<file path="config.mk">
export PLATFORM = sky130hd
export DESIGN_NAME = agg_feature_fetch
export DESIGN_NICKNAME = d
export VERILOG_FILES = /design/src/source/agg_pkg.sv /design/src/source/agg_feature_fetch.sv
export VERILOG_INCLUDE_DIRS = /design/src /design/src/source
export SDC_FILE = /design/constraint.sdc
export NUM_CORES = 1
export LEC_CHECK = 0
export ABC_AREA = 1
export BUFFER_PORTS_ARGS = -buffer_cell sky130_fd_sc_hd__buf_4
export CORE_MARGIN = 2
export CORE_UTILIZATION = 30
export CTS_CLUSTER_DIAMETER = 150
export DETAILED_ROUTE_END_ITERATION = 6
export REMOVE_ABC_BUFFERS = 1
export SKIP_CTS_REPAIR_TIMING = 1
export SLEW_MARGIN = 15
export SYNTH_ARGS = -nofsm -noshare
export SYNTH_HDL_FRONTEND = slang
export SYNTH_SLANG_ARGS = --single-unit
</file>
<file path="constraint.sdc">
create_clock -name kernel_rst -period 0.8 [get_ports kernel_rst]
set_clock_uncertainty 0.2 [all_clocks]
set_input_delay 0.16 -clock kernel_rst [delete_from_list [all_inputs] [get_ports kernel_rst]]
set_output_delay 0.16 -clock kernel_rst [all_outputs]
set_load 0.02 [all_outputs]
</file>
<file path="src/source/agg_params.svh">
/*
 * aggregation engine sizing: lanes, word and edge widths,
 * buffer geometry and read latency
 */
`ifndef AGG_PARAMS_SVH
`define AGG_PARAMS_SVH

// buffer word layout
`define AGG_LANES 16
`define AGG_LANE_WIDTH 32
`define AGG_BEAT_WIDTH 512

// one feature buffer and one output buffer, 2048 words each
`define AGG_BUF_ADDR_WIDTH 11
`define AGG_BUF_READ_LATENCY 3

// edge list stream
`define AGG_EDGE_WIDTH 64
`define AGG_EDGES_PER_BEAT 8

// control side
`define AGG_INST_WIDTH 128
`define AGG_DRAM_ADDR_WIDTH 64
`define AGG_XFER_SIZE_WIDTH 32

`endif

</file>
<file path="src/source/agg_pkg.sv">
/*
 * aggregation engine types: controller states and shared vectors
 */
`default_nettype none

`include "agg_params.svh"

package agg_pkg;

  //////////////////////////////////////////////////////////////////////
  // controller FSM
  //////////////////////////////////////////////////////////////////////
  typedef enum logic [2:0] {
    AGG_IDLE,
    AGG_LOAD,
    AGG_RECEIVE,
    AGG_ISSUE,
    AGG_DRAIN
  } agg_state_e;

  //////////////////////////////////////////////////////////////////////
  // datapath vectors
  //////////////////////////////////////////////////////////////////////
  // word address into either buffer
  typedef logic [`AGG_BUF_ADDR_WIDTH-1:0] agg_buf_addr_t;

  // one lane, also the edge weight
  typedef logic [`AGG_LANE_WIDTH-1:0] agg_lane_t;

  // full buffer word or stream beat
  typedef logic [`AGG_BEAT_WIDTH-1:0] agg_beat_t;

endpackage

`default_nettype wire

</file>
<file path="src/source/agg_feature_fetch.sv">
/*
 * feature fetch: registers the feature and output buffer reads and
 * delays the edge context to meet the returning data
 */
`timescale 1ns/10ps
`default_nettype none

`include "agg_params.svh"

module agg_feature_fetch import agg_pkg::*; (
  input  logic          kernel_rst,
  input  logic          kernel_clk,
  input  logic          issue_valid,
  input  logic          issue_first,
  input  logic          issue_finish,
  input  agg_buf_addr_t issue_in_addr,
  input  agg_buf_addr_t issue_out_addr,
  input  agg_lane_t     issue_weight,
  output logic          feat_rd_en,
  output agg_buf_addr_t feat_rd_addr,
  output logic          out_rd_en,
  output agg_buf_addr_t out_rd_addr,
  output logic          fetched_valid,
  output logic          fetched_first,
  output logic          fetched_finish,
  output agg_buf_addr_t fetched_out_addr,
  output agg_lane_t     fetched_weight
);

  localparam int LAT = `AGG_BUF_READ_LATENCY;

  // context held next to the read request
  logic          req_first;
  logic          req_finish;
  agg_lane_t     req_weight;

  // delay line, one stage per cycle of buffer latency
  logic [LAT-1:0] dl_valid;
  logic [LAT-1:0] dl_first;
  logic [LAT-1:0] dl_finish;
  agg_buf_addr_t  dl_out_addr [LAT];
  agg_lane_t      dl_weight [LAT];

  always_ff @(posedge kernel_rst or posedge kernel_clk) begin
    if (kernel_clk) begin
      feat_rd_en <= 1'b0;
      out_rd_en  <= 1'b0;
      req_first  <= 1'b0;
      req_finish <= 1'b0;
      dl_valid   <= '0;
      dl_first   <= '0;
      dl_finish  <= '0;
    end else begin
      feat_rd_en   <= issue_valid;
      out_rd_en    <= issue_valid;
      req_first    <= issue_valid && issue_first;
      req_finish   <= issue_valid && issue_finish;
      dl_valid[0]  <= feat_rd_en;
      dl_first[0]  <= req_first;
      dl_finish[0] <= req_finish;
      for (int i = 1; i < LAT; i++) begin
        dl_valid[i]  <= dl_valid[i-1];
        dl_first[i]  <= dl_first[i-1];
        dl_finish[i] <= dl_finish[i-1];
      end
    end
  end

  // addresses and weight
  always_ff @(posedge kernel_rst) begin
    if (issue_valid) begin
      feat_rd_addr <= issue_in_addr;
      out_rd_addr  <= issue_out_addr;
      req_weight   <= issue_weight;
    end
    // the output read address doubles as the write-back address
    dl_out_addr[0] <= out_rd_addr;
    dl_weight[0]   <= req_weight;
    for (int i = 1; i < LAT; i++) begin
      dl_out_addr[i] <= dl_out_addr[i-1];
      dl_weight[i]   <= dl_weight[i-1];
    end
  end

  assign fetched_valid    = dl_valid[LAT-1];
  assign fetched_first    = dl_first[LAT-1];
  assign fetched_finish   = dl_finish[LAT-1];
  assign fetched_out_addr = dl_out_addr[LAT-1];
  assign fetched_weight   = dl_weight[LAT-1];

endmodule

`default_nettype wire

</file>
==> impl_metrics.tcl, run 1 <==
set metrics [dict create \
    core-area_um2 15800 \
    final_cell_mix "dfxtp_1 (86), buf_6 (70), buf_4 (62)" \
    grt_max_degree 31 \
    die_width_um 131 \
    path_max_fanout 1 \
    vdd_ir_drop_max_v 0.00125 \
    worstPathRequired_ns 0.44 \
    critPathMaxStageDelay_ns 0.43 \
    power.total_mw 20.8 \
    clock_latency_ns 0.41 \
    ant_nets 0 \
    syn_area_per_cell_um2 19.9 \
    ys_seq_area_share_pct 92.8 \
    cts_buffers 17 \
    antenna_found_initial 0 \
    final_cells 584 \
    via_count 2004 \
    rsz0062_at_grt "yes" \
    fin_nets 414 \
    first_global_vias 2154 \
    fin_setup_tns_ns -31.39 \
    grt_use_met2_pct 14.4 \
    diodes 0 \
    hold_path_end "req_weight[29]" \
    powerDensity_nw_per_um2 3080 \
    worstPathArrival_ns 1.00 \
    fin_crit_sh_pct 170 \
    syn_to_final_growth_pct 39.3 \
    dp_hpwl_um 4930 \
    hold_path_depth 1 \
    worst_pin_slew_ns 0.188 \
    place_congestion 0.658 \
    clock-root-buffer "clkbuf_16" \
    path_cells "buf_6" \
    sequentialPowerShare_pct 53.9 \
    setup_ws_ns -0.560 \
    syn_inst 244 \
    critPathTopFamily "flip-flops" \
    routedWlPerCell_um 12.1 \
    grt_overflow 0 \
    grtUsageMet1_pct 9.03 \
    met3_usage_pct 4.24 \
    hold_violations 56 \
    start_util_pct 30.7 \
    worst_hold_slack_ns -0.280 \
    layout_commonest_cell "dfxtp_1" \
    utilization_pct 42.7 \
    worst-path-buf-inv 1 \
    status "finished, violations left" \
    drv_slew 0 \
    r2r_slack_ns -0.05 \
    rows 46 \
    violations "hold timing, setup timing" \
    clockBufferDepth 2 \
    dieHeight_um 131 \
    r2r-start "out_rd_addr[5]" \
    syn_area_um2 4850 \
    p_leak_nw 2.83 \
    die_area_um2 17200 \
    slowest_stage "edfxtp_1" \
    rr_worst_depth 1 \
    sw_frac_of_total_pct 20.5 \
    route.detailed.drc 0 \
    ys_types 6 \
    setup_violations 71 \
    dp.cells 549 \
    io_pins 129 \
    maxCapViolations 0 \
    grt_use_total_pct 8.62 \
    ys_ff_latch 195 \
    relSlewSlack_pct 87.5 \
    clock-sinks 195 \
    crit_start "feat_rd_addr[1]" \
    htreeDepth 4 \
    drt_pre_antenna_iters 4 \
    clock_power_share_pct 39.9 \
    busiest_layer "met2" \
    num-fill-cells 1396 \
    period_needed_ns 1.36 \
    dr.first_iter.drc_count 48 \
    min-delay-start "issue_weight[29]" \
    cts_tree "yes" \
    worstSetupStartpointType "flop" \
    via_per_inst 3.43 \
    clock.fmax_ghz 0.735 \
    critical_path.reg2reg.endpoint "dl_out_addr[0][5]" \
    critical_path_class "reg2out" \
    ys_warn_count 0 \
    end_kind "output port" \
    cts.clk_slew.worst_paths_ns 0.07 \
    internal_power_mw 16.5 \
    layout-drive-gt1-share_pct 56.3 \
    portBuffers 128 \
    combPwrFrac_pct 6.1 \
    hold_class "in2reg" \
    power.switching_mw 4.27 \
    grt_pass1_wl_um 11100 \
    routed_wl_um 7060 \
]
## logic make-up (layout without fill, tap and decap cells)
family | after synthesis | in the layout | share of synthesized area, %
buf+inv | 47 | 171 | 7.04
simple gates | 2 | 2 | 0.155
flops | 195 | 195 | 92.8
## final cells by class
type,count,area [um2],area share [%]
Sequential cell,195,4560,67.4
Timing Repair Buffer,136,1310,19.4
Clock buffer,22,508,7.51
Tap cell,216,270,4.00
Clock inverter,10,92.6,1.37
Inverter,3,11.3,0.167
Multi-Input combinational cell,2,7.51,0.111
## Yosys cell counts (all sizes together)
| library cell | number | area, um2 |
|---|---|---|
| buf | 44 | 330 |
| edfxtp | 54 | 1620 |
| dfxtp | 129 | 2580 |
| dfrtp | 12 | 300 |
| inv | 3 | 11.3 |
| nand2 | 2 | 7.51 |
## power by group through the flow
stage	combinational [mW]	clock, mW	sequential, mW
after floorplan	0.0129	0	11.7
after global placement	1.11	0	11.3
after detailed placement	1.12	0	11.4
after CTS	1.12	8.57	11.1
after global routing	1.34	9.01	11.3
final	1.28	8.31	11.2
## registers in the layout, indices dropped and copies added, names as in the netlist
register and count:
dl_first 3, req_weight 32, req_finish 1, dl_weight 96
dl_out_addr 33, out_rd_addr 11, dl_finish 3, req_first 1
dl_valid 3, out_rd_en 1, feat_rd_addr 11
## how the worst max path moves through the flow
stage / end / slack, ns / cells after the start
finish: feat_rd_addr[1] / -0.56 / 1
CTS: feat_rd_addr[1] / -0.59 / 1
detailed placement: req_finish / -0.24 / 5
floorplan: feat_rd_en / -0.1 / 0
global placement: req_first / -0.23 / 5
global route: feat_rd_addr[1] / -0.60 / 1
## stage by stage
stage / setup WS (ns) / hold WS [ns] / cell area (um2)
floorplan: -0.0986 / -0.175 / 4520
finish: -0.560 / -0.280 / 6760
global placement: -0.227 / -0.0293 / 5820
global route: -0.598 / -0.310 / 6760
CTS: -0.594 / -0.472 / 6420
detailed placement: -0.244 / -0.0224 / 5820
## layer usage
layer / vias to the layer above / share of wire [%]
li1: 974 / -
met1: 956 / 40
met2: 67 / 52
met3: 7 / 6.6
met4: 0 / 1.6
met5: - / 0
Power figures use the tool's default switching activity.
==> run 2: changes to the inputs <==
==> constraint.sdc (replaced) <==
create_clock -name kernel_rst -period 0.8 [get_ports kernel_rst]
set_clock_uncertainty 0.2 [all_clocks]
set_input_delay 0.16 -clock kernel_rst [delete_from_list [all_inputs] [get_ports kernel_rst]]
set_output_delay 0.16 -clock kernel_rst [all_outputs]
set_load 0.1 [all_outputs]
==> run 2 against run 1 <==
Compared with the run above: global-route usage is 0.071 points higher; clock-buffer cell count grew 2; routed wire length up 3.2%; sequential power is essentially flat; critical path type unchanged; the run still ends with hold timing, setup timing left; final cell count rose by 0.17%; clock power fell by 3.7%; critical endpoint is now feat_rd_addr[0].
==> impl_metrics.tcl, run 2 (synthesized netlist as in run 1, its figures left out) <==
set metrics [dict create \
    grt_use_total_pct 8.69 \
    critPathMaxStageDelay_ns 0.43 \
    slowest_stage "edfxtp_1" \
    p_leak_nw 2.97 \
    path_max_fanout 1 \
    path_cells "buf_8" \
    clock_power_share_pct 35.4 \
    worstPathRequired_ns 0.44 \
    fin_nets 415 \
    routedWlPerCell_um 12.5 \
    diodes 0 \
    post_dp_cell_area_um2 5820 \
    period_needed_ns 1.41 \
    ant_nets 0 \
    syn_to_final_growth_pct 47.2 \
    status "finished, violations left" \
    layout-drive-gt1-share_pct 55.8 \
    critical_path_class "reg2out" \
    path_depth 1 \
    place_congestion 0.669 \
    r2r_slack_ns -0.06 \
    dp_hpwl_um 4940 \
    antenna_found_initial 0 \
    vdd_ir_drop_max_v 0.00141 \
    design_area_um2 7140 \
    drv_slew 0 \
    routed_wl_um 7280 \
    worstPathArrival_ns 1.05 \
    clock-root-buffer "clkbuf_16" \
    relSlewSlack_pct 86.2 \
    maxCapViolations 0 \
    via_count 2044 \
    worst_pin_slew_ns 0.208 \
    violations "hold timing, setup timing" \
    r2r-start "out_rd_addr[9]" \
    clock-sinks 195 \
    io_pins 129 \
    drt_pre_antenna_iters 3 \
    top_regs "dl_weight (96), dl_out_addr (33), req_weight (32)" \
    hold_violations 65 \
    grt_max_degree 31 \
    grt_overflow 0 \
    critPathTopFamily "flip-flops" \
    setup_violations 72 \
    worst-path-buf-inv 1 \
    worstSetupStartpointType "flop" \
    grt_pass1_wl_um 10900 \
    powerDensity_nw_per_um2 3160 \
    hold_class "in2reg" \
    sw_frac_of_total_pct 26.1 \
    rsz0062_at_grt "yes" \
    portBuffers 128 \
    layout_commonest_cell "dfxtp_1" \
    clockBufferDepth 2 \
    start_util_pct 30.7 \
    fin_crit_sh_pct 176 \
    internal_power_mw 16.7 \
    die_area_um2 17200 \
    final_cell_mix "dfxtp_1 (86), buf_4 (62), edfxtp_1 (54)" \
    sequentialPowerShare_pct 50.0 \
    clock.fmax_ghz 0.708 \
    power.switching_mw 5.90 \
    hold_path_end "req_weight[16]" \
    worst_hold_slack_ns -0.292 \
    dr.first_iter.drc_count 82 \
    route.detailed.drc 0 \
    utilization_pct 45.1 \
    num-fill-cells 1340 \
    cts_tree "yes" \
    cts_buffers 17 \
    dieHeight_um 131 \
    core-area_um2 15800 \
    rows 46 \
    power.total_mw 22.6 \
    die_width_um 131 \
    cts.clk_slew.worst_paths_ns 0.07 \
    hold_path_depth 1 \
    via_per_inst 3.49 \
    largest_register_ffs 96 \
    combPwrFrac_pct 14.6 \
    top_register "dl_weight" \
    end_kind "output port" \
    clock_latency_ns 0.42 \
    rr_worst_depth 1 \
    htreeDepth 4 \
    min-delay-start "issue_weight[16]" \
    setup_ws_ns -0.612 \
    critical_path.reg2reg.endpoint "dl_out_addr[0][9]" \
    first_global_vias 2156 \
]
-- run 2: area by class of cell --
type	count	area, um2	area share (%)
sequential	195	4560	63.8
timing repair buffer	137	1720	24.1
clock buffer	24	493	6.90
tap	216	270	3.78
clock inverter	8	77.6	1.09
inverter	3	11.3	0.158
multi-input combinational	2	7.51	0.105
-- run 2: how the worst max path moves through the flow --
stage,from,endpoint,slack (ns)
global route,out_rd_addr[0],out_rd_addr[0],-0.66
detailed placement,issue_valid,req_first,-0.24
finish,feat_rd_addr[0],feat_rd_addr[0],-0.61
floorplan,out_rd_en,dl_valid[0],-1.16
CTS,out_rd_en,feat_rd_en,-0.69
global placement,issue_valid,req_first,-0.23
-- run 2: per-stage QoR --
stage               worst slack, ns  hold WS, ns  std cells  setup TNS [ns]
floorplan                     -1.16       -0.175        200          -40.70
global placement             -0.225      -0.0302        549          -21.76
detailed placement           -0.243      -0.0227        549          -22.76
CTS                          -0.693       -0.487        581          -43.19
global route                 -0.659       -0.318        585          -39.51
finish                       -0.612       -0.292        585          -36.60
-- run 2: per-layer routing --
layer  global-route usage [%]  wire (um)  vias up
li1                         -          -      979
met5                        0          0        -
met4                     5.25        170        0
met1                     8.84       2690      980
met2                     14.1       3970       72
met3                     4.67        452       13
-- run 2: power groups by stage --
stage / sequential (mW) / combinational (mW) / clock [mW]
3_5_place_dp: 11.4 / 2.79 / 0
5_1_grt: 11.4 / 3.36 / 8.70
2_1_floorplan: 13.3 / 0.0129 / 0
6_report: 11.3 / 3.30 / 8.00
3_3_place_gp: 11.3 / 2.78 / 0
4_1_cts: 11.2 / 2.79 / 8.27
==> run 3: changes to the inputs <==
--- a/config.mk
+++ b/config.mk
@@ -7,7 +7,7 @@
 export NUM_CORES = 1
 export LEC_CHECK = 0
 export ABC_AREA = 1
-export BUFFER_PORTS_ARGS = -buffer_cell sky130_fd_sc_hd__buf_4
+export BUFFER_PORTS_ARGS = -buffer_cell sky130_fd_sc_hd__buf_2
 export CORE_MARGIN = 2
 export CORE_UTILIZATION = 30
 export CTS_CLUSTER_DIAMETER = 150
==> run 3 against run 2 <==
Compared with the run above: the run still ends with hold timing, setup timing left; die area unchanged; clock power rose by 4.3%; critical path depth is the same; worst setup slack worse by 0.019 ns; core utilization increased by 3.4 points; sequential share of layout area decreased by 4.5 points; first-iteration DRC count up 17%; non-clock buffer count is 44 higher; critical path type unchanged; largest cell class unchanged; highest routed layer unchanged.
==> impl_metrics.tcl, run 3 (synthesized netlist as in run 1, its figures left out) <==
set metrics [dict create \
    fin_crit_sh_pct 179 \
    period_needed_ns 1.43 \
    die_width_um 131 \
    top_register "dl_weight" \
    clock-sinks 195 \
    fin_setup_tns_ns -38.92 \
    portBuffers 128 \
    combPwrFrac_pct 15.4 \
    slowest_stage "edfxtp_1" \
    routed_wl_um 7640 \
    syn_to_final_growth_pct 58.2 \
    clock_latency_ns 0.42 \
    first_global_vias 2112 \
    critPathMaxStageDelay_ns 0.45 \
    utilization_pct 48.5 \
    post_dp_cell_area_um2 6540 \
    die_area_um2 17200 \
    worst_hold_slack_ns -0.289 \
    internal_power_mw 17.2 \
    path_max_fanout 2 \
    layout-drive-gt1-share_pct 50.1 \
    worstSetupStartpointType "flop" \
    powerDensity_nw_per_um2 3030 \
    setup_violations 116 \
    relSlewSlack_pct 86.4 \
    grt_pass1_wl_um 11400 \
    grt_overflow 0 \
    dr.first_iter.drc_count 96 \
    largest_register_ffs 96 \
    critical_path_class "reg2out" \
    clockBufferDepth 2 \
    io_pins 129 \
    cts_buffers 17 \
    hold_violations 10 \
    start_util_pct 30.7 \
    p_leak_nw 3.20 \
    ant_nets 0 \
    cts_tree "yes" \
    top_regs "dl_weight (96), dl_out_addr (33), req_weight (32)" \
    dieHeight_um 131 \
    clock-root-buffer "clkbuf_16" \
    power.switching_mw 6.07 \
    status "finished, violations left" \
    end_kind "output port" \
    htreeDepth 4 \
    final_cell_mix "dfxtp_1 (86), buf_12 (72), buf_2 (58)" \
    drt_pre_antenna_iters 4 \
    fin_nets 459 \
    worst_pin_slew_ns 0.204 \
    drv_slew 0 \
    via_per_inst 3.46 \
    core-area_um2 15800 \
    grt_use_total_pct 9.11 \
    path_cells "buf_12" \
    routedWlPerCell_um 12.1 \
    violations "hold timing, setup timing" \
    clock_power_share_pct 35.9 \
    sequentialPowerShare_pct 48.7 \
    vdd_ir_drop_max_v 0.00131 \
    clock.fmax_ghz 0.699 \
    worst-path-buf-inv 1 \
    rows 46 \
    via_count 2181 \
    dp.cells 548 \
    place_congestion 0.631 \
    critPathTopFamily "flip-flops" \
    worstPathRequired_ns 0.44 \
    cts.clk_slew.worst_paths_ns 0.07 \
    sw_frac_of_total_pct 26.1 \
    layout_commonest_cell "dfxtp_1" \
    maxCapViolations 0 \
    grt_max_degree 31 \
    final_cells 630 \
    worstPathArrival_ns 1.07 \
    rsz0062_at_grt "yes" \
    setup_ws_ns -0.631 \
    route.detailed.drc 0 \
    antenna_found_initial 1 \
    pre_cts_ws_ns -0.267 \
    hold_class "in2reg" \
    dp_hpwl_um 5090 \
    design_area_um2 7680 \
]
[run 3: changes by cell type in the layout (fill, tap and decap cells not counted), moves of 2 or more]
cell           change
buf_8              -6
buf_12            +27
dlygate4sd3_1     +45
inv_6              +4
buf_2             +58
clkbuf_1           -2
buf_6             -21
clkinv_4           -2
buf_4             -59
[run 3: metal layers]
layer	routed length (um)	GRT usage, %
met1	2900	9.07
met2	4030	14.6
met3	563	5.67
met4	151	5.07
met5	0	0
[run 3: worst paths after layout]
kind	cells past startpoint	start	slack, ns	to
max	1	out_rd_addr[7]	-0.63	out_rd_addr[7]
min	1	issue_weight[5]	-0.29	req_weight[5]
max reg2reg	1	out_rd_addr[2]	-0.09	dl_out_addr[0][2]
min reg2reg	0	dl_weight[0][57]	0.12	dl_weight[0][89]
max in group asynchronous	4	kernel_clk	0.21	out_rd_en
min in group asynchronous	4	kernel_clk	0.08	out_rd_en
[run 3: power groups by stage]
stage                     registers, mW  clock network (mW)  logic [mW]
after global placement             11.5                   0        3.38
after CTS                          11.3                8.65        3.40
after detailed placement           11.5                   0        3.40
final                              11.3                8.34        3.57
after global routing               11.4                9.10        3.65
after floorplan                    13.3                   0      0.0129
[run 3: final cells by class]
| cell class | count | area (um2) |
|---|---|---|
| Timing Repair Buffer | 181 | 2230 |
| Clock inverter | 10 | 118 |
| Fill cell | 1311 | 8150 |
| Antenna cell | 1 | 2.50 |
| Inverter | 3 | 11.3 |
| Clock buffer | 22 | 474 |
| Sequential cell | 195 | 4560 |
| Tap cell | 216 | 270 |
| Multi-Input combinational cell | 2 | 7.51 |
[run 3: per-stage QoR]
stage	total power [mW]	hold WS [ns]
final	23.2	-0.289
after global routing	24.1	-0.310
after CTS	23.3	-0.508
after detailed placement	14.9	-0.0368
after global placement	14.9	-0.0422
after floorplan	13.3	-0.175
