`config.mk`:
```
export PLATFORM = sky130hd
export DESIGN_NAME = agg_controller
export DESIGN_NICKNAME = d
export VERILOG_FILES = /design/src/source/agg_pkg.sv /design/src/source/agg_controller.sv
export VERILOG_INCLUDE_DIRS = /design/src /design/src/source
export SDC_FILE = /design/constraint.sdc
export NUM_CORES = 1
export LEC_CHECK = 0
export CAP_MARGIN = 40
export CORE_UTILIZATION = 28
export CTS_BUF_LIST = sky130_fd_sc_hd__clkbuf_8
export CTS_CLUSTER_SIZE = 10
export DETAILED_ROUTE_END_ITERATION = 10
export DONT_BUFFER_PORTS = 1
export HOLD_SLACK_MARGIN = 0.03
export PLACE_DENSITY = 0.5
export SLEW_MARGIN = 20
export SYNTH_ARGS = -nofsm -noshare
export SYNTH_HDL_FRONTEND = slang
export SYNTH_SLANG_ARGS = --single-unit
export TNS_END_PERCENT = 50
```
`constraint.sdc`:
```
create_clock -name kernel_rst -period 36.8 [get_ports kernel_rst]
set_input_delay 5.52 -clock kernel_rst [delete_from_list [all_inputs] [get_ports kernel_rst]]
set_output_delay 5.52 -clock kernel_rst [all_outputs]
set_load 0.05 [all_outputs]
```
`src/source/agg_params.svh`:
```
/*
 * aggregation engine sizing: lanes, word and edge widths,
 * buffer geometry and read latency
 */
`ifndef AGG_PARAMS_SVH
`define AGG_PARAMS_SVH

// buffer word layout
`define AGG_LANES 16
`define AGG_LANE_WIDTH 32
`define AGG_BEAT_WIDTH 512

// one feature buffer and one output buffer, 2048 words each
`define AGG_BUF_ADDR_WIDTH 11
`define AGG_BUF_READ_LATENCY 3

// edge list stream
`define AGG_EDGE_WIDTH 64
`define AGG_EDGES_PER_BEAT 8

// control side
`define AGG_INST_WIDTH 128
`define AGG_DRAM_ADDR_WIDTH 64
`define AGG_XFER_SIZE_WIDTH 32

`endif

```
`src/source/agg_pkg.sv`:
```
/*
 * aggregation engine types: controller states and shared vectors
 */
`default_nettype none

`include "agg_params.svh"

package agg_pkg;

  //////////////////////////////////////////////////////////////////////
  // controller FSM
  //////////////////////////////////////////////////////////////////////
  typedef enum logic [2:0] {
    AGG_IDLE,
    AGG_LOAD,
    AGG_RECEIVE,
    AGG_ISSUE,
    AGG_DRAIN
  } agg_state_e;

  //////////////////////////////////////////////////////////////////////
  // datapath vectors
  //////////////////////////////////////////////////////////////////////
  // word address into either buffer
  typedef logic [`AGG_BUF_ADDR_WIDTH-1:0] agg_buf_addr_t;

  // one lane, also the edge weight
  typedef logic [`AGG_LANE_WIDTH-1:0] agg_lane_t;

  // full buffer word or stream beat
  typedef logic [`AGG_BEAT_WIDTH-1:0] agg_beat_t;

endpackage

`default_nettype wire

```
`src/source/agg_controller.sv`:
```
/*
 * aggregation controller: decodes the instruction, requests the edge list,
 * takes stream beats, unpacks edges and issues one buffer word per cycle
 */
`timescale 1ns/10ps
`default_nettype none

`include "agg_params.svh"

module agg_controller import agg_pkg::*; (
  input  logic                             kernel_rst,
  input  logic                             kernel_clk,
  input  logic                             ap_start,
  input  logic [`AGG_DRAM_ADDR_WIDTH-1:0]  ctrl_addr_offset,
  input  logic [`AGG_INST_WIDTH-1:0]       ctrl_instruction,
  input  logic                             data_tvalid,
  input  agg_beat_t                        data_tdata,
  input  logic                             edge_done,
  output logic [`AGG_DRAM_ADDR_WIDTH-1:0]  dram_xfer_start_addr,
  output logic [`AGG_XFER_SIZE_WIDTH-1:0]  dram_xfer_size_in_bytes,
  output logic                             read_start,
  output logic                             data_tready,
  output logic                             ap_done,
  output logic                             issue_valid,
  output logic                             issue_first,
  output logic                             issue_finish,
  output agg_buf_addr_t                    issue_in_addr,
  output agg_buf_addr_t                    issue_out_addr,
  output agg_lane_t                        issue_weight
);

  localparam int FIELD_W    = 16;
  localparam int EDGE_IDX_W = $clog2(`AGG_EDGES_PER_BEAT);
  localparam int BEAT_IDX_W = FIELD_W - EDGE_IDX_W;

  agg_state_e state_q;

  // instruction fields
  logic [`AGG_DRAM_ADDR_WIDTH-1:0] dram_offset;
  logic [FIELD_W-1:0]              input_start_address;
  logic [FIELD_W-1:0]              address_per_feature;
  logic [FIELD_W-1:0]              output_start_address;
  logic [FIELD_W-1:0]              adj_dram_start_address;
  logic [FIELD_W-1:0]              edge_number;

  // current beat and walk counters
  agg_beat_t                       beat_q;
  logic [BEAT_IDX_W-1:0]           beat_idx;
  logic [BEAT_IDX_W-1:0]           beat_num;
  logic [EDGE_IDX_W-1:0]           edge_idx;
  logic [FIELD_W-1:0]              word_idx;

  logic [`AGG_EDGE_WIDTH-1:0]      cur_edge;
  logic                            beat_accept;
  logic                            last_word;
  logic                            last_edge;
  logic                            last_beat;

  //////////////////////////////////////////////////////////////////////
  // DRAM request and counters
  //////////////////////////////////////////////////////////////////////
  assign dram_xfer_start_addr    = dram_offset + `AGG_DRAM_ADDR_WIDTH'(adj_dram_start_address);
  assign dram_xfer_size_in_bytes = `AGG_XFER_SIZE_WIDTH'(edge_number) << 3;

  // eight edges per beat
  assign beat_num    = edge_number[FIELD_W-1:EDGE_IDX_W];
  assign beat_accept = (state_q == AGG_RECEIVE) && data_tvalid && data_tready;
  assign last_word   = (word_idx == address_per_feature - 16'd1);
  assign last_edge   = (edge_idx == EDGE_IDX_W'(`AGG_EDGES_PER_BEAT - 1));
  assign last_beat   = (beat_idx == beat_num - 1'b1);

  //////////////////////////////////////////////////////////////////////
  // edge unpacking and word issue
  //////////////////////////////////////////////////////////////////////
  assign cur_edge = beat_q[edge_idx*`AGG_EDGE_WIDTH +: `AGG_EDGE_WIDTH];

  assign issue_valid  = (state_q == AGG_ISSUE);
  assign issue_finish = issue_valid && last_word;
  assign issue_first  = cur_edge[15];
  assign issue_weight = cur_edge[63:32];

  // start + per_feature * node + word, wrapping at the buffer size
  assign issue_in_addr  = agg_buf_addr_t'(input_start_address)
                        + agg_buf_addr_t'(address_per_feature) * agg_buf_addr_t'(cur_edge[14:0])
                        + agg_buf_addr_t'(word_idx);
  assign issue_out_addr = agg_buf_addr_t'(output_start_address)
                        + agg_buf_addr_t'(address_per_feature) * agg_buf_addr_t'(cur_edge[30:16])
                        + agg_buf_addr_t'(word_idx);

  always_ff @(posedge kernel_rst) begin
    if (beat_accept) begin
      beat_q <= data_tdata;
    end
  end

  //////////////////////////////////////////////////////////////////////
  // FSM
  //////////////////////////////////////////////////////////////////////
  always_ff @(posedge kernel_rst or posedge kernel_clk) begin
    if (kernel_clk) begin
      state_q                <= AGG_IDLE;
      dram_offset            <= '0;
      input_start_address    <= '0;
      address_per_feature    <= '0;
      output_start_address   <= '0;
      adj_dram_start_address <= '0;
      edge_number            <= '0;
      beat_idx               <= '0;
      edge_idx               <= '0;
      word_idx               <= '0;
      read_start             <= 1'b0;
      data_tready            <= 1'b0;
      ap_done                <= 1'b0;
    end else begin
      // strobes
      read_start <= 1'b0;
      ap_done    <= 1'b0;
      case (state_q)
        AGG_IDLE: begin
          if (ap_start) begin
            dram_offset            <= ctrl_addr_offset;
            input_start_address    <= ctrl_instruction[47:32];
            address_per_feature    <= ctrl_instruction[63:48];
            output_start_address   <= ctrl_instruction[79:64];
            adj_dram_start_address <= ctrl_instruction[111:96];
            edge_number            <= ctrl_instruction[127:112];
            state_q                <= AGG_LOAD;
          end
        end
        AGG_LOAD: begin
          read_start  <= 1'b1;
          data_tready <= 1'b1;
          beat_idx    <= '0;
          state_q     <= AGG_RECEIVE;
        end
        AGG_RECEIVE: begin
          if (beat_accept) begin
            data_tready <= 1'b0;
            edge_idx    <= '0;
            word_idx    <= '0;
            state_q     <= AGG_ISSUE;
          end
        end
        AGG_ISSUE: begin
          if (last_word) begin
            state_q <= AGG_DRAIN;
          end else begin
            word_idx <= word_idx + 16'd1;
          end
        end
        AGG_DRAIN: begin
          // whole edge written back before the next one reads
          if (edge_done) begin
            word_idx <= '0;
            if (!last_edge) begin
              edge_idx <= edge_idx + 1'b1;
              state_q  <= AGG_ISSUE;
            end else if (last_beat) begin
              ap_done <= 1'b1;
              state_q <= AGG_IDLE;
            end else begin
              beat_idx    <= beat_idx + 1'b1;
              data_tready <= 1'b1;
              state_q     <= AGG_RECEIVE;
            end
          end
        end
        default: begin
          state_q <= AGG_IDLE;
        end
      endcase
    end
  end

endmodule

`default_nettype wire

```
==> results.sh, run 1 <==
export IMPL_num_rows=121
export IMPL_drv_cap=0
export IMPL_cts_buffers=107
export IMPL_placed_area_sq_mm=0.0336
export IMPL_synth_largest_area_cell="edfxtp_1"
export IMPL_die_area_sq_mm=0.112
export IMPL_seqPwrFrac_pct=33.6
export IMPL_power_frac_comb_pct=40.9
export IMPL_holdWs_ns=0.510
export IMPL_power_leakage_nw=13.4
export IMPL_wl_per_cell_um=23.8
export IMPL_ys_warnings_count=0
export IMPL_cp_required_ns=31.28
export IMPL_synth_cell_types=68
export IMPL_synth_area_sq_mm=0.0310
export IMPL_stdcell_count=3885
export IMPL_worstSkewPairLatency_ns=0.77
export IMPL_pre_cts_ws_ns=24.25
export IMPL_internal_power_mw=1.44
export IMPL_synth_cells=2158
export IMPL_cts_root_buf="clkbuf_8"
export IMPL_post_cts_resized=0
export IMPL_drive_above_1_share_pct=24.0
export IMPL_postRouteAntennaNets=0
export IMPL_ir_drop_mv=0.0966
export IMPL_async_reset_ff_share_pct=28.1
export IMPL_clock_skew_ns=0.0508
export IMPL_cp_data_arrival_time_ns=7.73
export IMPL_final_core_util_pct=32.7
export IMPL_rsz0062_at_grt="false"
export IMPL_synth_top_cell_area_share_pct=42.6
export IMPL_synth_edf_count=440
export IMPL_clockPowerShare_pct=25.5
export IMPL_setup_tns_final_ns=0
export IMPL_total_power_mw=2.46
export IMPL_slew_violations=0
export IMPL_yosys_register_bits=612
export IMPL_cts_tree="done"
export IMPL_initial_utilization_pct=28.4
export IMPL_drt_total_wl_mm=92.6
export IMPL_period_share_pct=36.0
export IMPL_clkSlewWorstSetupHoldPaths_ns=0.07
export IMPL_worstMarginPinSlew_ns=0.825
export IMPL_postCtsSetupRepairBufs=0
export IMPL_relSlewSlack_pct=45.0
export IMPL_netSwitchingFraction_pct=41.7
export IMPL_post_route_drc_count=0
export IMPL_fin_crit_ns=13.25
export IMPL_ctsHoldBuffers=0
export IMPL_firstDrtPassIters=5
export IMPL_grt_max_degree=67
export IMPL_routed_via_count=18000
export IMPL_grt_pass1_wl_mm=131
export IMPL_clock_path_buffers=3
export IMPL_hold_path_class="reg2reg"
export IMPL_dp_hpwl_mm=72.4
export IMPL_area_growth_syn_to_layout_pct=15.4
export IMPL_synth_ff_type="edfxtp_1"
export IMPL_fin_ws_ns=23.55
export IMPL_die_w_um=335
export IMPL_final_hold_viol_count=0
export IMPL_critical_path_class="reg2out"
export IMPL_place_gp_congestion=0.908
export IMPL_finalSetupViolations=0
export IMPL_htreeDepth=3
export IMPL_grt_overflow=0
export IMPL_die_height_um=335
export IMPL_crit_fanout=32
export IMPL_grt_util_all_layers_pct=16.2
export IMPL_status="complete, no violations"
export IMPL_powerDensity_mw_per_mm2=68.9
export IMPL_clock_sinks=612
export IMPL_start_kind="flip-flop"
export IMPL_io_pins=865
export IMPL_drtIter0Drc=999
export IMPL_synth_seq_area_share_pct=56.5
export IMPL_fin_area_sq_mm=0.0358
export IMPL_core_sq_mm=0.109
export IMPL_avgSynthCellArea_sq_um=14.4
export IMPL_grt_pass1_vias=19000
export IMPL_synth_most_common_cell="edfxtp_1"
export IMPL_antenna_found_initial=58
export IMPL_dp_cells=3661
export IMPL_viasPerCell=4.62
export IMPL_critPathCaptureType="output pin"
export IMPL_io_buffers=0
export IMPL_nets=3184
export IMPL_yosys_top_cells_count="440 x edfxtp_1, 195 x inv_1, 172 x dfrtp_1, 164 x mux2_2, 153 x nand2_1"
export IMPL_fmax_mhz=75.5
export IMPL_synth_area_leaders="edfxtp_1 43%, dfrtp_1 14%, mux4_2 8.0%"
export IMPL_p_sw_mw=1.03
==> registers in the layout, summed over array words and instances, names as in the netlist <==
| signal | cells |
|---|---|
| beat_q | 440 |
| output_start_address | 11 |
| read_start | 1 |
| address_per_feature | 16 |
| beat_idx | 13 |
| state_q | 3 |
| word_idx | 16 |
| adj_dram_start_address | 16 |
| edge_idx | 3 |
| data_tready | 1 |
| dram_offset | 64 |
| ap_done | 1 |
| edge_number | 16 |
| input_start_address | 11 |
==> kinds of logic (layout without fill, tap and decap cells) <==
family | count (synthesis) | after routing | synth area share (%)
muxes | 301 | 301 | 14.8
DFF | 612 | 612 | 56.5
buffers and inverters | 298 | 509 | 3.99
and+or+nand+nor | 449 | 449 | 7.34
xor gates and xnor gates | 152 | 152 | 4.30
AOI/OAI and AO/OA | 166 | 166 | 3.45
adders and majority gates | 179 | 179 | 9.58
other | 1 | 41 | 0.0121
==> final timing paths <==
check	cells after the start	slack, ns	startpoint	endpoint
hold / removal	1	0.51	adj_dram_start_address[2]$_DFFE_PP0P_	adj_dram_start_address[2]$_DFFE_PP0P_
min in group asynchronous	1	4.59	kernel_clk	edge_number[1]$_DFFE_PP0P_
setup reg to reg	12	32.75	address_per_feature[1]$_DFFE_PP0P_	state_q[2]$_DFFE_PP0P_
setup / recovery	21	23.55	edge_idx[0]$_DFFE_PP0P_	issue_out_addr[10]
max in group asynchronous	3	31.11	kernel_clk	output_start_address[2]$_DFFE_PP0P_
hold reg to reg	1	0.51	adj_dram_start_address[2]$_DFFE_PP0P_	adj_dram_start_address[2]$_DFFE_PP0P_
==> cells in the final DEF (no fill, tap or decap), types with 16 or more instances in the layout <==
master	n
clkinv_1	21
edfxtp_1	440
nor2b_1	39
fa_1	97
nand3_1	25
dfrtp_1	169
clkbuf_8	114
o21ai_0	45
nand2_1	153
ha_1	82
inv_1	226
a21oi_1	40
xor2_1	54
buf_4	98
clkinv_2	18
mux2i_1	24
nor2_1	77
and2_1	25
nand2b_1	22
diode_2	25
nor3_1	29
mux2_2	164
conb_1	16
mux4_2	110
xnor2_1	96
==> power by group through the flow <==
stage	sequential, mW	combinational [mW]	clock (mW)
after floorplan	0.838	0.779	0
after global placement	0.842	0.967	0
after detailed placement	0.844	1.02	0
after CTS	0.830	1.03	0.657
after global routing	0.833	1.10	0.680
final	0.828	1.01	0.628
==> final cells by class <==
cell class	count	area, sq um
fillers	10800	73500
flip-flops and latches	612	17500
multi-input cells	1263	12400
well taps	1476	1850
clock buffers	114	1570
repair buffers	115	1090
inverters	197	744
clock inverters	83	562
diodes	25	62.6
==> metal layers <==
layer  vias up  routed length, um  track usage [%]
li1       8069                  -                -
met1      8859              33100             17.2
met2       765              45800             27.6
met3       216               9760             7.22
met4        56               3610             7.34
met5         -                359                0
==> critical path, stage by stage (launching register included) <==
cell and delay (ns):
dfrtp_4 0.70, buf_4 0.62, mux4_2 0.62, mux2i_2 0.61, nor2b_1 0.15, fa_1 0.53
inv_1 0.05, fa_1 0.51, inv_1 0.05, fa_1 0.49, inv_1 0.05, fa_1 0.46
fa_1 0.54, inv_1 0.04, ha_1 0.32, nor2b_1 0.15, o21a_1 0.18, o21ai_0 0.15
nand2b_1 0.08, a21oi_1 0.18, xnor2_1 0.15, buf_4 0.22
(Power assumes the default switching activity.)
==> run 2, diff against run 1 <==
==> constraint.sdc (replaced) <==
create_clock -name kernel_rst -period 13.6 [get_ports kernel_rst]
set_input_delay 2.04 -clock kernel_rst [delete_from_list [all_inputs] [get_ports kernel_rst]]
set_output_delay 2.04 -clock kernel_rst [all_outputs]
set_load 0.05 [all_outputs]
==> results.sh, run 2 (same netlist as run 1, synthesis figures left out) <==
export IMPL_ff2ff_path_depth=12
export IMPL_cp_slowest_cell="dfrtp_4"
export IMPL_ff2ff_setup_slack_ns=9.39
export IMPL_fmax_mhz=101
export IMPL_drtIter0Drc=1127
export IMPL_postCtsSetupRepairBufs=0
export IMPL_die_height_um=335
export IMPL_worstSkewPairLatency_ns=0.81
export IMPL_clock_sinks=612
export IMPL_dp_hpwl_mm=72.6
export IMPL_power_frac_comb_pct=40.7
export IMPL_postRouteAntennaNets=0
export IMPL_cpPeakStageDelay_ns=0.72
export IMPL_grt_util_all_layers_pct=16.4
export IMPL_die_area_sq_mm=0.112
export IMPL_grtUsageMet3_pct=6.59
export IMPL_relSlewSlack_pct=39.4
export IMPL_met1_usage_pct=18.3
export IMPL_period_share_pct=72.5
export IMPL_cp_required_ns=11.56
export IMPL_layout_cells_most_common="edfxtp_1"
export IMPL_grt_pass1_vias=19100
export IMPL_critical_path_class="reg2out"
export IMPL_holdPathEnd="adj_dram_start_address[12]$_DFFE_PP0P_"
export IMPL_drt_total_wl_mm=93.2
export IMPL_reg2reg_from="address_per_feature[0]$_DFFE_PP0P_"
export IMPL_drive_above_1_share_pct=23.8
export IMPL_powerDensity_mw_per_mm2=188
export IMPL_viasPerCell=4.67
export IMPL_setup_tns_final_ns=0
export IMPL_regMostFlops="beat_q"
export IMPL_clock_skew_ns=0.0446
export IMPL_mostFrequentLayoutCells="440 x edfxtp_1, 229 x inv_1, 169 x dfrtp_1, 164 x mux2_2, 153 x nand2_1"
export IMPL_io_pins=865
export IMPL_busiest_layer="met2"
export IMPL_io_buffers=0
export IMPL_clockPowerShare_pct=26.1
export IMPL_p_sw_mw=2.77
export IMPL_use_met2_pct=28.2
export IMPL_largest_register_ffs=440
export IMPL_status="complete, no violations"
export IMPL_cp_data_arrival_time_ns=7.82
export IMPL_start_kind="flip-flop"
export IMPL_core_sq_mm=0.109
export IMPL_grt_overflow=0
export IMPL_nets=3184
export IMPL_wl_per_cell_um=24.0
export IMPL_seqPwrFrac_pct=33.2
export IMPL_worstMarginPinSlew_ns=0.908
export IMPL_fin_ws_ns=3.74
export IMPL_finalSetupViolations=0
export IMPL_final_core_util_pct=32.8
export IMPL_rsz0062_at_grt="false"
export IMPL_post_cts_resized=0
export IMPL_fin_crit_ns=9.86
export IMPL_place_gp_congestion=0.905
export IMPL_routed_via_count=18100
export IMPL_die_w_um=335
export IMPL_biggestRegsByFlops="beat_q x440, dram_offset x64"
export IMPL_grt_max_degree=174
export IMPL_post_route_drc_count=0
export IMPL_internal_power_mw=3.97
export IMPL_antenna_found_initial=63
export IMPL_clock_path_buffers=3
export IMPL_timing_rr_end="state_q[2]$_DFFE_PP0P_"
export IMPL_ir_drop_mv=0.262
export IMPL_slew_violations=0
export IMPL_netSwitchingFraction_pct=41.1
export IMPL_power_leakage_nw=13.4
export IMPL_cts_buffers=108
export IMPL_pre_cts_ws_ns=4.41
export IMPL_initial_utilization_pct=28.4
export IMPL_dp_cells=3656
export IMPL_grt_pass1_wl_mm=133
export IMPL_min_path_cells=1
export IMPL_critPathCaptureType="output pin"
export IMPL_holdWs_ns=0.512
export IMPL_drv_cap=0
export IMPL_stdcell_count=3883
export IMPL_hold_path_class="reg2reg"
export IMPL_hold_start="adj_dram_start_address[12]$_DFFE_PP0P_"
export IMPL_crit_fanout=32
export IMPL_cts_root_buf="clkbuf_8"
export IMPL_num_rows=121
export IMPL_htreeDepth=3
export IMPL_firstDrtPassIters=5
export IMPL_ctsHoldBuffers=0
export IMPL_cts_tree="done"
export IMPL_final_hold_viol_count=0
export IMPL_area_growth_syn_to_layout_pct=15.7
export IMPL_clkSlewWorstSetupHoldPaths_ns=0.05
==> run 2: changes by cell type in the layout (fill, tap and decap cells not counted), moves of 2 or more <==
cell	before	now
clkinv_16	1	3
mux2i_2	3	1
inv_1	226	229
clkinv_1	21	18
buf_16	9	7
inv_12	1	3
inv_6	0	2
clkinv_4	1	3
mux2i_1	24	26
clkinv_2	18	11
inv_16	4	0
bufinv_16	4	8
==> run 2: how the worst max path moves through the flow <==
stage / start / cells after the start / slack (ns) / to
after floorplan: data_tvalid / 2 / 0.56 / beat_q[0]$_DFFE_PP_
after global placement: edge_idx[1]$_DFFE_PP0P_ / 23 / 4.04 / issue_in_addr[10]
after detailed placement: edge_idx[1]$_DFFE_PP0P_ / 25 / 4.41 / issue_in_addr[10]
after CTS: edge_idx[1]$_DFFE_PP0P_ / 25 / 3.51 / issue_in_addr[10]
after global routing: edge_idx[1]$_DFFE_PP0P_ / 25 / 3.25 / issue_in_addr[10]
final: edge_idx[1]$_DFFE_PP0P_ / 25 / 3.74 / issue_in_addr[10]
==> run 2: power by group through the flow <==
| stage | Combinational, mW | Sequential (mW) | Clock [mW] |
|---|---|---|---|
| 2_1_floorplan | 2.11 | 2.25 | 0 |
| 3_3_place_gp | 2.63 | 2.27 | 0 |
| 3_5_place_dp | 2.78 | 2.27 | 0 |
| 4_1_cts | 2.79 | 2.24 | 1.83 |
| 5_1_grt | 2.99 | 2.25 | 1.90 |
| 6_report | 2.74 | 2.23 | 1.76 |
==> run 2: layout make-up <==
class	count	area [sq um]
Inverter	197	744
Multi-Input combinational cell	1263	12400
Clock inverter	82	676
Clock buffer	114	1570
Tap cell	1476	1850
Fill cell	10800	73500
Timing Repair Buffer	114	1060
Antenna cell	25	62.6
Sequential cell	612	17500
==> run 2: metal layers <==
layer	up-vias	part of all wire [%]
met1	9012	37
met2	797	50
li1	8073	-
met5	-	0.35
met4	48	3.2
met3	207	10
==> run 2: stage by stage <==
stage | total power [mW] | instance area (sq um)
finish | 6.74 | 35800
global route | 7.13 | 35800
CTS | 6.86 | 35700
detailed placement | 5.05 | 33400
global placement | 4.90 | 32800
floorplan | 4.36 | 31100
==> run 2: critical path, delay by kind of cell (launching register included) <==
family	cells	cell delay, ns
adder cells (fa/ha/maj)	6	2.44
AO/OA/AOI/OAI	5	1.05
buffers and inverters	8	1.74
AND/OR/NAND/NOR	3	0.27
flip-flops	1	0.72
multiplexers	2	0.63
XOR/XNOR	1	0.15
==> run 3, diff against run 2 <==
--- a/config.mk
+++ b/config.mk
@@ -13,7 +13,7 @@
 export DETAILED_ROUTE_END_ITERATION = 10
 export DONT_BUFFER_PORTS = 1
 export HOLD_SLACK_MARGIN = 0.03
-export PLACE_DENSITY = 0.5
+export PLACE_DENSITY = 0.52
 export SLEW_MARGIN = 20
 export SYNTH_ARGS = -nofsm -noshare
 export SYNTH_HDL_FRONTEND = slang
==> constraint.sdc (replaced) <==
create_clock -name kernel_rst -period 8.2 [get_ports kernel_rst]
set_input_delay 1.23 -clock kernel_rst [delete_from_list [all_inputs] [get_ports kernel_rst]]
set_output_delay 1.23 -clock kernel_rst [all_outputs]
set_load 0.05 [all_outputs]
==> results.sh, run 3 (same netlist as run 1, synthesis figures left out) <==
export IMPL_ctsHoldBuffers=0
export IMPL_rsz0062_at_grt="false"
export IMPL_power_frac_comb_pct=41.8
export IMPL_p_sw_mw=4.67
export IMPL_placed_area_sq_mm=0.0336
export IMPL_critPathCaptureType="output pin"
export IMPL_critical_path_class="reg2out"
export IMPL_grt_max_degree=112
export IMPL_clockPowerShare_pct=25.3
export IMPL_num_rows=121
export IMPL_post_route_drc_count=0
export IMPL_relSlewSlack_pct=42.6
export IMPL_cp_required_ns=6.97
export IMPL_place_gp_congestion=0.909
export IMPL_grt_pass1_wl_mm=129
export IMPL_drive_above_1_share_pct=25.2
export IMPL_dp_hpwl_mm=71.9
export IMPL_setup_tns_final_ns=0
export IMPL_drv_cap=0
export IMPL_crit_family="adder cells"
export IMPL_htreeDepth=3
export IMPL_antenna_found_initial=54
export IMPL_drtIter0Drc=1151
export IMPL_grt_overflow=0
export IMPL_critPathBufInv=8
export IMPL_cts_root_buf="clkbuf_8"
export IMPL_cp_common_cell="fa_1"
export IMPL_fin_crit_ns=7.89
export IMPL_crit_chain="buf_6, buf_4, mux4_2, mux2i_1, buf_6, nor2b_1, fa_1, inv_1, fa_1, inv_1, fa_1, inv_1, fa_1, fa_1, inv_1, ha_1, nor2b_1, o21a_1, o21ai_0, nand2b_1, a21oi_1, xnor2_1, buf_4"
export IMPL_regMostFlops="beat_q"
export IMPL_worstMarginPinSlew_ns=0.862
export IMPL_final_hold_viol_count=0
export IMPL_die_height_um=335
export IMPL_firstDrtPassIters=5
export IMPL_fin_ws_ns=0.307
export IMPL_grt_util_all_layers_pct=16.1
export IMPL_seqPwrFrac_pct=32.9
export IMPL_finalSetupViolations=0
export IMPL_period_share_pct=96.3
export IMPL_cpPeakStageDelay_ns=0.54
export IMPL_fill_cells=10700
export IMPL_wl_per_cell_um=23.6
export IMPL_mostFrequentLayoutCells="440 x edfxtp_1, 223 x inv_1, 169 x dfrtp_1, 159 x mux2_2, 152 x nand2_1"
export IMPL_cts_tree="done"
export IMPL_power_leakage_nw=13.6
export IMPL_clock_sinks=612
export IMPL_start_kind="flip-flop"
export IMPL_fin_area_sq_mm=0.0361
export IMPL_initial_utilization_pct=28.4
export IMPL_clkSlewWorstSetupHoldPaths_ns=0.06
export IMPL_die_area_sq_mm=0.112
export IMPL_clock_skew_ns=0.0726
export IMPL_routed_via_count=18200
export IMPL_internal_power_mw=6.57
export IMPL_drt_total_wl_mm=92.1
export IMPL_status="complete, no violations"
export IMPL_area_growth_syn_to_layout_pct=16.5
export IMPL_powerDensity_mw_per_mm2=311
export IMPL_layout_cells_most_common="edfxtp_1"
export IMPL_io_buffers=0
export IMPL_pre_cts_ws_ns=0.760
export IMPL_core_sq_mm=0.109
export IMPL_nets=3207
export IMPL_stdcell_count=3902
export IMPL_ir_drop_mv=0.685
export IMPL_worstSkewPairLatency_ns=0.80
export IMPL_die_w_um=335
export IMPL_fmax_mhz=127
export IMPL_largest_register_ffs=440
export IMPL_crit_fanout=11
export IMPL_cp_slowest_cell="fa_1"
export IMPL_dp_cells=3672
export IMPL_io_pins=865
export IMPL_hold_path_class="in2async"
export IMPL_netSwitchingFraction_pct=41.5
export IMPL_viasPerCell=4.66
export IMPL_biggestRegsByFlops="beat_q x440, dram_offset x64"
export IMPL_cts_buffers=108
export IMPL_postRouteAntennaNets=0
export IMPL_grt_pass1_vias=19100
export IMPL_cp_data_arrival_time_ns=6.66
export IMPL_slew_violations=0
export IMPL_clock_path_buffers=3
## run 3: cell types whose count changed in the layout (fill, tap and decap cells not counted), moves of 6 or more
| cell | before | now |
|---|---|---|
| buf_4 | 97 | 109 |
| clkinv_2 | 11 | 20 |
| diode_2 | 25 | 18 |
| inv_1 | 229 | 223 |
## run 3: worst paths after layout
| path | to | start | cells past startpoint | slack [ns] |
|---|---|---|---|---|
| max | issue_out_addr[10] | edge_idx[0]$_DFFE_PP0P_ | 23 | 0.31 |
| min | state_q[0]$_DFFE_PP0P_ | kernel_clk | 1 | 0.34 |
| max reg2reg | state_q[2]$_DFFE_PP0P_ | address_per_feature[1]$_DFFE_PP0P_ | 13 | 4.37 |
| min reg2reg | adj_dram_start_address[9]$_DFFE_PP0P_ | adj_dram_start_address[9]$_DFFE_PP0P_ | 1 | 0.51 |
| max in group asynchronous | dram_offset[2]$_DFFE_PP0P_ | kernel_clk | 3 | 6.78 |
| min in group kernel_rst | adj_dram_start_address[9]$_DFFE_PP0P_ | adj_dram_start_address[9]$_DFFE_PP0P_ | 1 | 0.51 |
## run 3: cell type report
cell class,instances,area [sq um],area share [%]
inverter,197,744,2.06
clock inverter,83,594,1.65
clock buffer,116,1600,4.42
multi-input combinational,1263,12400,34.4
sequential,612,17500,48.5
antenna,18,45.0,0.125
timing repair buffer,137,1330,3.68
tap,1476,1850,5.11
## run 3: per-layer routing
layer | global-route usage, % | part of all wire [%] | vias to the layer above
met3 | 7.12 | 11 | 206
met1 | 17.0 | 35 | 8991
met5 | 0 | 0.33 | -
met2 | 27.3 | 49 | 847
met4 | 7.58 | 4.5 | 46
li1 | - | - | 8096
## run 3: stage by stage
stage                     total power, mW  hold WS, ns  utilization (%)
after floorplan                      7.23        0.485                -
after detailed placement             8.42        0.504             30.8
after global placement               8.31        0.493             30.2
after CTS                            11.4        0.228             32.8
final                                11.2        0.339             33.0
after global routing                 11.9        0.283             33.0
## run 3: what timing repair did
item,4_1_cts,5_1_grt
pin swaps,0,7
cloned,0,0
buffers inserted,1,9
resized for setup,3,15
setup endpoints to repair,2,3
## run 3: power by group through the flow
stage	Combinational [mW]	Clock [mW]	Sequential, mW
4_1_cts	4.71	2.96	3.70
5_1_grt	5.08	3.07	3.72
6_report	4.70	2.85	3.70
3_5_place_dp	4.65	0	3.76
2_1_floorplan	3.50	0	3.74
3_3_place_gp	4.53	0	3.78
